--- src/hw/rvv_retire_pkg.sv ---
// shared retire types; VLEN fixed at 128 and XLEN at 32, only body_active enables a byte write
package rvv_retire_pkg;

  ////////////////////////////////////////////////////////////////////////////
  // sizes
  ////////////////////////////////////////////////////////////////////////////
  localparam int VLEN      = 128;
  localparam int VLENB     = VLEN / 8;
  localparam int XLEN      = 32;
  localparam int REG_IDX_W = 5;

  // vector CSR field widths
  localparam int VSTART_W = 16;
  localparam int VL_W     = 16;

  ////////////////////////////////////////////////////////////////////////////
  // per-byte tag of a destination register
  ////////////////////////////////////////////////////////////////////////////
  typedef enum logic [1:0] {
    body_inactive = 2'b00, // masked off
    tail          = 2'b01,
    prestart      = 2'b10, // below vstart
    body_active   = 2'b11  // the only code that writes
  } byte_type_e;

  // scalar view of a retire word, result sits in the low bits
  typedef struct packed {
    logic [VLEN-XLEN-1:0] pad;
    logic [XLEN-1:0]      xdata;
  } rt_scalar_t;

  // one retire word, read as a vector value or as an XRF result
  typedef union packed {
    logic [VLEN-1:0] vec;
    rt_scalar_t      scalar;
  } rt_data_u;

  ////////////////////////////////////////////////////////////////////////////
  // vector CSR state
  ////////////////////////////////////////////////////////////////////////////
  typedef struct packed {
    logic [VSTART_W-1:0] vstart;
    logic [VL_W-1:0]     vl;
    logic                vill;
    logic                vma;   // mask agnostic
    logic                vta;   // tail agnostic
    logic [2:0]          vsew;
    logic [2:0]          vlmul;
    logic [1:0]          vxrm;  // fixed-point rounding mode
  } vcsr_t;

  // one micro-op leaving the reorder buffer
  typedef struct packed {
    logic                           w_valid;
    logic                           w_type;     // 0 vrf, 1 xrf
    logic [REG_IDX_W-1:0]           w_index;
    byte_type_e [VLENB-1:0]         vd_type;
    rt_data_u                       w_data;
    logic                           trap_flag;
    vcsr_t                          vector_csr;
    logic [VLENB-1:0]               vsaturate;  // per byte fixed-point overflow
  } rob2rt_t;

  ////////////////////////////////////////////////////////////////////////////
  // register file write ports
  ////////////////////////////////////////////////////////////////////////////
  typedef struct packed {
    logic [REG_IDX_W-1:0] rt_index;
    logic [VLEN-1:0]      rt_data;
    logic [VLENB-1:0]     rt_strobe;
  } rt2vrf_t;

  typedef struct packed {
    logic [REG_IDX_W-1:0] rt_index;
    logic [XLEN-1:0]      rt_data;
  } rt2xrf_t;

endpackage

--- src/hw/rt_strobe_merge.sv ---
// byte strobes for VRF writes; only the leading same-destination group is trimmed for WAW
module rt_strobe_merge #(
  parameter int NUM_RT_UOP = 4
) (
  input  logic                                                          clk,
  input  logic                                                          rst_n,
  input  logic [NUM_RT_UOP-1:0]                                         slot_valid,
  input  logic [NUM_RT_UOP-1:0]                                         w_type,
  input  logic [NUM_RT_UOP-1:0][rvv_retire_pkg::REG_IDX_W-1:0]          w_index,
  input  rvv_retire_pkg::byte_type_e [NUM_RT_UOP-1:0][rvv_retire_pkg::VLENB-1:0] vd_type,
  output logic [NUM_RT_UOP-1:0][rvv_retire_pkg::VLENB-1:0]              strobe
);

  import rvv_retire_pkg::*;

  logic [NUM_RT_UOP-1:0]                       same_dst;  // slot matches its predecessor
  logic [NUM_RT_UOP-1:0]                       in_group;  // leading group, always a prefix
  logic [NUM_RT_UOP-1:0][VLENB-1:0]            byte_en;   // untrimmed strobes
  logic [NUM_RT_UOP-1:0][NUM_RT_UOP-1:0][VLENB-1:0] claim; // bytes slot t takes from slot s
  logic [NUM_RT_UOP-1:0][VLENB-1:0]            claimed;

  ////////////////////////////////////////////////////////////////////////////
  // group detection
  ////////////////////////////////////////////////////////////////////////////
  always_comb begin
    same_dst[0] = 1'b1; // slot 0 opens the group
    for (int k = 1; k < NUM_RT_UOP; k++) begin
      same_dst[k] = ({slot_valid[k], w_type[k]} == {slot_valid[k-1], w_type[k-1]});
    end
  end

  always_comb begin
    in_group[0] = same_dst[0];
    for (int k = 1; k < NUM_RT_UOP; k++) begin
      in_group[k] = in_group[k-1] & same_dst[k]; // first break ends it
    end
  end

  // body-active bytes
  always_comb begin
    for (int s = 0; s < NUM_RT_UOP; s++) begin
      for (int i = 0; i < VLENB; i++) begin
        byte_en[s][i] = (vd_type[s][i] == body_active);
      end
    end
  end

  ////////////////////////////////////////////////////////////////////////////
  // write-after-write trim over slot pairs
  ////////////////////////////////////////////////////////////////////////////
  // a younger group slot with the same index owns every byte it writes,
  // so each byte of a register ends up one-hot across the group
  for (genvar s = 0; s < NUM_RT_UOP; s++) begin : g_older
    for (genvar t = 0; t < NUM_RT_UOP; t++) begin : g_younger
      if (t > s) begin : g_pair
        // in_group[t] implies in_group[s] since the group is a prefix
        assign claim[s][t] = (in_group[t] && (w_index[t] == w_index[s])) ?
                             byte_en[t] : '0;

        // trimmed strobes of one register never overlap inside the group
        a_waw_onehot: assert property (
          @(posedge clk) disable iff (!rst_n)
          (in_group[t] && (w_index[s] == w_index[t])) |->
            ((strobe[s] & strobe[t]) == '0)
        );
      end else begin : g_none
        assign claim[s][t] = '0;
      end
    end
  end

  always_comb begin
    for (int s = 0; s < NUM_RT_UOP; s++) begin
      claimed[s] = '0;
      for (int t = 0; t < NUM_RT_UOP; t++) begin
        claimed[s] = claimed[s] | claim[s][t];
      end
    end
  end

  // slots outside the group keep byte_en since nothing claims from them
  always_comb begin
    for (int s = 0; s < NUM_RT_UOP; s++) begin
      strobe[s] = byte_en[s] & ~claimed[s];
    end
  end

endmodule

--- src/hw/rt_trap_ctrl.sv ---
// trap squash and write routing; a trap squashes all younger slots, vxsat can only be set here
module rt_trap_ctrl #(
  parameter int NUM_RT_UOP = 4
) (
  input  logic                                                          clk,
  input  logic                                                          rst_n,
  input  logic [NUM_RT_UOP-1:0]                                         w_valid,
  input  logic [NUM_RT_UOP-1:0]                                         w_type,
  input  logic [NUM_RT_UOP-1:0]                                         trap_flag,
  input  rvv_retire_pkg::vcsr_t [NUM_RT_UOP-1:0]                        vector_csr,
  input  logic [NUM_RT_UOP-1:0][rvv_retire_pkg::VLENB-1:0]              vsaturate,
  input  rvv_retire_pkg::byte_type_e [NUM_RT_UOP-1:0][rvv_retire_pkg::VLENB-1:0] vd_type,
  input  logic [NUM_RT_UOP-1:0]                                         xrf_ready,
  output logic [NUM_RT_UOP-1:0]                                         vrf_valid,
  output logic [NUM_RT_UOP-1:0]                                         xrf_valid,
  output logic [NUM_RT_UOP-1:0]                                         ready,
  output logic                                                          vcsr_valid,
  output rvv_retire_pkg::vcsr_t                                         vcsr_data,
  output logic                                                          vsat_valid,
  output logic                                                          vsat_data
);

  import rvv_retire_pkg::*;

  logic [NUM_RT_UOP-1:0] older_trap;  // some older slot traps
  logic [NUM_RT_UOP-1:0] live;        // valid and not squashed
  logic [NUM_RT_UOP-1:0] csr_hit;
  logic [NUM_RT_UOP-1:0] slot_sat;

  ////////////////////////////////////////////////////////////////////////////
  // squash and routing
  ////////////////////////////////////////////////////////////////////////////
  always_comb begin
    older_trap[0] = 1'b0;
    for (int k = 1; k < NUM_RT_UOP; k++) begin
      older_trap[k] = older_trap[k-1] | trap_flag[k-1]; // prefix or
    end
  end

  assign live      = w_valid & ~older_trap;
  assign vrf_valid = live & ~w_type;
  assign xrf_valid = live & w_type;

  // oldest valid trapping slot writes the CSR state
  assign csr_hit    = w_valid & trap_flag;
  assign vcsr_valid = |csr_hit;

  always_comb begin
    vcsr_data = '0;
    for (int k = NUM_RT_UOP - 1; k >= 0; k--) begin
      if (csr_hit[k]) begin
        vcsr_data = vector_csr[k]; // lower slot overrides
      end
    end
  end

  ////////////////////////////////////////////////////////////////////////////
  // fixed-point saturation
  ////////////////////////////////////////////////////////////////////////////
  always_comb begin
    for (int k = 0; k < NUM_RT_UOP; k++) begin
      slot_sat[k] = 1'b0;
      for (int i = 0; i < VLENB; i++) begin
        slot_sat[k] = slot_sat[k] | (vsaturate[k][i] & (vd_type[k][i] == body_active));
      end
    end
  end

  assign vsat_valid = |(live & slot_sat);
  assign vsat_data  = vsat_valid; // sticky bit, only ever set

  // xrf back-pressure, vrf always accepts
  always_comb begin
    for (int k = 0; k < NUM_RT_UOP; k++) begin
      ready[k] = xrf_valid[k] ? xrf_ready[k] : 1'b1;
    end
  end

  ////////////////////////////////////////////////////////////////////////////
  // checks
  ////////////////////////////////////////////////////////////////////////////
  a_one_dest: assert property (
    @(posedge clk) disable iff (!rst_n)
    (vrf_valid & xrf_valid) == '0
  );

  for (genvar k = 0; k < NUM_RT_UOP - 1; k++) begin : g_squash_chk
    localparam logic [NUM_RT_UOP-1:0] YOUNGER = {NUM_RT_UOP{1'b1}} << (k + 1);

    a_no_valid_after_trap: assert property (
      @(posedge clk) disable iff (!rst_n)
      trap_flag[k] |-> (((vrf_valid | xrf_valid) & YOUNGER) == '0)
    );
  end

endmodule

--- src/hw/rvv_retire.sv ---
// retire stage top; purely combinational, clk and rst_n only drive the assertions
module rvv_retire #(
  parameter int NUM_RT_UOP = 4
) (
  input  logic                                      clk,
  input  logic                                      rst_n,
  // reorder buffer
  input  logic [NUM_RT_UOP-1:0]                     rob2rt_write_valid,
  input  rvv_retire_pkg::rob2rt_t [NUM_RT_UOP-1:0]  rob2rt_write_data,
  output logic [NUM_RT_UOP-1:0]                     rob2rt_write_ready,
  // vrf, no back-pressure
  output logic [NUM_RT_UOP-1:0]                     rt2vrf_write_valid,
  output rvv_retire_pkg::rt2vrf_t [NUM_RT_UOP-1:0]  rt2vrf_write_data,
  // xrf
  output logic [NUM_RT_UOP-1:0]                     rt2xrf_write_valid,
  output rvv_retire_pkg::rt2xrf_t [NUM_RT_UOP-1:0]  rt2xrf_write_data,
  input  logic [NUM_RT_UOP-1:0]                     rt2xrf_write_ready,
  // csr side
  output logic                                      rt2vcsr_write_valid,
  output rvv_retire_pkg::vcsr_t                     rt2vcsr_write_data,
  output logic                                      rt2vsat_write_valid,
  output logic                                      rt2vsat_write_data
);

  import rvv_retire_pkg::*;

  logic [NUM_RT_UOP-1:0]                  ent_valid;   // entry's own w_valid
  logic [NUM_RT_UOP-1:0]                  ent_type;
  logic [NUM_RT_UOP-1:0]                  ent_trap;
  logic [NUM_RT_UOP-1:0][REG_IDX_W-1:0]   ent_index;
  byte_type_e [NUM_RT_UOP-1:0][VLENB-1:0] ent_vd_type;
  vcsr_t [NUM_RT_UOP-1:0]                 ent_vcsr;
  logic [NUM_RT_UOP-1:0][VLENB-1:0]       ent_vsat;
  logic [NUM_RT_UOP-1:0][VLENB-1:0]       vrf_strobe;

  ////////////////////////////////////////////////////////////////////////////
  // unpack reorder buffer entries
  ////////////////////////////////////////////////////////////////////////////
  always_comb begin
    for (int k = 0; k < NUM_RT_UOP; k++) begin
      ent_valid[k]   = rob2rt_write_data[k].w_valid;
      ent_type[k]    = rob2rt_write_data[k].w_type;
      ent_trap[k]    = rob2rt_write_data[k].trap_flag;
      ent_index[k]   = rob2rt_write_data[k].w_index;
      ent_vd_type[k] = rob2rt_write_data[k].vd_type;
      ent_vcsr[k]    = rob2rt_write_data[k].vector_csr;
      ent_vsat[k]    = rob2rt_write_data[k].vsaturate;
    end
  end

  // grouping uses the port valid, as the rob presents it
  rt_strobe_merge #(
    .NUM_RT_UOP (NUM_RT_UOP)
  ) u_strobe_merge (
    .clk        (clk),
    .rst_n      (rst_n),
    .slot_valid (rob2rt_write_valid),
    .w_type     (ent_type),
    .w_index    (ent_index),
    .vd_type    (ent_vd_type),
    .strobe     (vrf_strobe)
  );

  rt_trap_ctrl #(
    .NUM_RT_UOP (NUM_RT_UOP)
  ) u_trap_ctrl (
    .clk        (clk),
    .rst_n      (rst_n),
    .w_valid    (ent_valid),
    .w_type     (ent_type),
    .trap_flag  (ent_trap),
    .vector_csr (ent_vcsr),
    .vsaturate  (ent_vsat),
    .vd_type    (ent_vd_type),
    .xrf_ready  (rt2xrf_write_ready),
    .vrf_valid  (rt2vrf_write_valid),
    .xrf_valid  (rt2xrf_write_valid),
    .ready      (rob2rt_write_ready),
    .vcsr_valid (rt2vcsr_write_valid),
    .vcsr_data  (rt2vcsr_write_data),
    .vsat_valid (rt2vsat_write_valid),
    .vsat_data  (rt2vsat_write_data)
  );

  ////////////////////////////////////////////////////////////////////////////
  // pack write ports
  ////////////////////////////////////////////////////////////////////////////
  always_comb begin
    for (int k = 0; k < NUM_RT_UOP; k++) begin
      rt2vrf_write_data[k].rt_index  = ent_index[k];
      rt2vrf_write_data[k].rt_data   = rob2rt_write_data[k].w_data.vec;
      rt2vrf_write_data[k].rt_strobe = vrf_strobe[k];
      rt2xrf_write_data[k].rt_index  = ent_index[k];
      rt2xrf_write_data[k].rt_data   = rob2rt_write_data[k].w_data.scalar.xdata; // low XLEN bits
    end
  end

endmodule

--- config.mk ---
export PLATFORM = sky130hd
export DESIGN_NAME = rvv_retire
export DESIGN_NICKNAME = d
export VERILOG_FILES = /design/src/hw/rvv_retire_pkg.sv /design/src/hw/rt_strobe_merge.sv /design/src/hw/rt_trap_ctrl.sv /design/src/hw/rvv_retire.sv
export SDC_FILE = /design/constraint.sdc
export NUM_CORES = 1
export LEC_CHECK = 0
export BUFFER_PORTS_ARGS = -buffer_cell sky130_fd_sc_hd__buf_2
export CELL_PAD_IN_SITES_DETAIL_PLACEMENT = 0
export CELL_PAD_IN_SITES_GLOBAL_PLACEMENT = 1
export CORE_AREA = 2 2 662 664
export DETAILED_ROUTE_END_ITERATION = 12
export DIE_AREA = 0 0 664 666
export MAX_ROUTING_LAYER = met4
export PLACE_DENSITY = 0.33
export SLEW_MARGIN = 40
export SYNTH_ARGS = -nofsm -noshare
export SYNTH_HDL_FRONTEND = slang
export SYNTH_SLANG_ARGS = --single-unit
--- constraint.sdc ---
create_clock -name vclk -period 3.41
set_input_delay 0.341 -clock vclk [all_inputs]
set_output_delay 0.341 -clock vclk [all_outputs]
set_load 0.005 [all_outputs]
Word-level counts from Yosys, hierarchy flattened
Cells that the tools add are included.

word-level totals
  input bits = 918
  register bits after elaboration = 0
  memory bits (writable) = 0
  latch bits = 0
  memory bits (read-only) = 0
  memories kept = 0
  output and inout port bits = 802

cells by class
  reductions and logical operators = 8
  div/mod/pow operators = 0
  equality and inequality tests = 73
  muxes and demuxes = 14
  shift-type cells = 0
  bitwise operators = 144
  $mul = 0
  $lt $le $gt $ge = 0
  $add $sub $neg = 0

operator list
  operator            count
  $mux 43             4
  $eq 2x2->1 const B  64
  $mux 16             6
  $and 1x1->1         66
  $or 1x1->1          62
  $and 16x16->16      3
  $not 16->16         3
  $or 16x16->16       3
  $eq 5x5->1          6
  $and 4x4->4         5
  $not 4->4           2
  $reduce_or 4->1     2
  $eq 2x2->1          3
  $logic_and 1x1->1   6
  $mux 1              4

Depth between registers and ports, before layout
  depth after elaboration = 19
  depth in mapped cells = 7
  depth with buffers taken out = 5

Hierarchy
Synthesis repeated with hierarchy kept, for this count alone.

unflattened totals
  cell total of the unflattened synthesis = 1192
  area total of the unflattened synthesis = 8539.4 um2

by module, submodules not included
  module           area an instance (um2)  times used  cells an instance  seq. area each (um2)
  rvv_retire       5104.9                  1           680                0.0
  rt_trap_ctrl     1823.0                  1           312                0.0
  rt_strobe_merge  1611.5                  1           200                0.0

Worst setup path after synthesis
Ideal clock, no wire load.

  kind = input port to output port
  start point = input port rob2rt_write_data[452] (netlist name)
  end point = output port rt2vrf_write_data[10] (netlist name)
  slack = 1010 ps
  stages on the path = 7
  data arrival time = 2059 ps
  cell sequence = or3_4 -> a22oi_4 -> nand2_2 -> or4_1 -> buf_2 -> buf_6 -> o221a_1

RTL lines
  item                RTL line          RTL
  start: declaration  rvv_retire.sv:9   input rvv_retire_pkg::rob2rt_t [NUM_RT_UOP-1:0] rob2rt_write_data,
  end: declaration    rvv_retire.sv:13  output rvv_retire_pkg::rt2vrf_t [NUM_RT_UOP-1:0] rt2vrf_write_data,

==> results_dict.tcl <==
set metrics [dict create \
    period_needed_ps 3240 \
    worst_path_largest_cell_delay_ps 600 \
    path_class "in2out" \
    hpwl_mm 268 \
    rows 243 \
    post-route-period-util_pct 94.9 \
    tightest_slew_ps 805 \
    die_x_um 664 \
    crit_arrival_ps 2890 \
    grt_pass1_wl_mm 300 \
    grt.total_usage_pct 12.3 \
    yosys_warnings 0 \
    antenna_found_initial 78 \
    most-common-layout-cells "566 x buf_2, 90 x nand2_1, 83 x o21ai_0" \
    synth-seq-area-share_pct 0 \
    drive_gt1_share_pct 58.5 \
    intPower_uw 437 \
    met1_usage_pct 6.19 \
    layout.nets 2020 \
    placed_cell_area_mm2 0.0135 \
    seqPwrFrac_pct 0 \
    synth_area_leaders "buf_4 63%, a221o_1 5.3%, o21ai_0 5.3%" \
    endpoint_kind "primary output" \
    cp_max_fo 16 \
    power_density_mw_per_mm2 107 \
    io-pin-count 1720 \
    power_leakage_nw 3.63 \
    cts_hold_buf 0 \
    via_count 9240 \
    switching_share_pct 69.8 \
    syn_inst 1198 \
    yosys.area.top_type_share_pct 62.9 \
    ir_drop_uv 38.9 \
    grt_max_degree 62 \
    top_usage_layer "met2" \
    setup_viol 0 \
    fmax_ghz 0.309 \
    cp_slowest_cell "or4_1" \
    path_cells "buf_2 > or3_1 > a22oi_4 > nand2_2 > or4_1 > buf_12 > o221a_2 > buf_2" \
    worstPathRequired_ps 3070 \
    max-cap-violations 0 \
    seqCellArea_um2 0 \
    numPortBuffers 566 \
    drt_iter0_drc 616 \
    syn_area_per_cell_um2 6.79 \
    syn2layout_area_growth_pct 66.7 \
    start_kind "input pin" \
    via_per_inst 1.34 \
    layout_commonest_cell "buf_2" \
    grt.met2_usage_pct 20.7 \
    synth_cell_types 34 \
    slew_violations 0 \
    crit_top_cell "buf_2" \
    outcome "complete, no violations" \
    grt_overflow 0 \
    drtPass1Iterations 6 \
    fin_setup_tns_ps 0 \
    routed_wl_mm 278 \
    rsz0062_at_grt "false" \
    dieArea_mm2 0.442 \
    wire_per_inst_um 40.4 \
    synthesis.area_mm2 0.00813 \
    power.switching_mw 1.01 \
    yosysTopAreaCell "buf_4" \
    die_h_um 666 \
    syn_nets 2116 \
    post_cts_buffers 0 \
    pwr-share-comb_pct 100.0 \
    grt_pass1_vias 9081 \
    start_util_pct 1.86 \
    maxSlewHeadroom_pct 46.1 \
    drc_errors 0 \
    core_area_mm2 0.436 \
    seq_cells 0 \
    gp_congestion 0.732 \
    stdcell_area_mm2 0.0136 \
    hold_viol 0 \
    final_util_pct 3.11 \
    cts.repair.resized 0 \
    final_antenna_net_count 0 \
    hold_path.class "in2out" \
    grtUsageMet3_pct 17.2 \
    power_frac_clock_pct 0 \
    clockBufferCount 0 \
]
stage by stage:
step | worst slack [ps] | hold slack (ps) | power [mW] | instances
final | 175 | 682 | 1.44 | 6878
after global routing | 111 | 682 | 1.61 | 6873
after CTS | 106 | 682 | 1.56 | 6857
after detailed placement | 140 | 682 | 1.56 | 6857
after global placement | 110 | 682 | 1.56 | 6857
after floorplan | 1010 | 712 | 0.920 | 1198
worst max-delay path, delay by kind of cell:
kind                   cells  cell delay, ps
AND/OR/NAND/NOR            3            1290
AO/OA/AOI/OAI              2             670
buffers and inverters      3             540
cell usage after synthesis (2+ instances only):
cell and number:
buf_4 681, nand2_1 94, o21ai_0 86, nand3_1 68, a221o_1 43, clkbuf_1 33
a31oi_1 32, nand4_1 20, xor2_1 19, inv_1 18, a21oi_1 16, o211ai_1 16
xnor2_1 15, nor2_1 10, o221a_1 9, o221a_2 7, and2_1 4, nor4_1 4
nand2b_1 3, nor3_1 3, or3_1 3, or4_1 2
cell type report:
class / count / area (um2)
Multi-Input combinational cell: 464 / 2870
Timing Repair Buffer: 618 / 3360
Inverter: 18 / 67.6
Fill cell: 52289 / 422000
Antenna cell: 21 / 52.6
Tap cell: 5757 / 7200
per-layer routing:
layer / share of wire, % / routed length (um)
met1: 18 / 49100
met2: 48 / 134000
met3: 31 / 86100
met4: 3.3 / 9080
met5: 0 / 0
power groups by stage:
stage,combinational (mW),clock [mW],sequential (mW)
after floorplan,0.920,0,0
after global placement,1.56,0,0
after detailed placement,1.56,0,0
after CTS,1.56,0,0
after global routing,1.61,0.000000646,0
final,1.44,0.000000646,0
cell families (layout without fill, tap and decap cells):
family | Yosys count | in the layout | share of synthesized area [%]
and+or+nand+nor | 218 | 218 | 12.7
other | 0 | 21 | 0
xor gates and xnor gates | 34 | 34 | 3.66
AOI/OAI and AO/OA | 212 | 212 | 18.2
buffers and inverters | 734 | 636 | 65.4
path summary, 6_finish.rpt:
| kind | startpoint | cells past startpoint | end |
|---|---|---|---|
| worst min-delay path | rob2rt_write_data[144] | 0 | rt2vrf_write_data[100] |
| worst max-delay path | rob2rt_write_valid[0] | 8 | rt2vrf_write_data[3] |
Power figures use the tool's default switching activity.
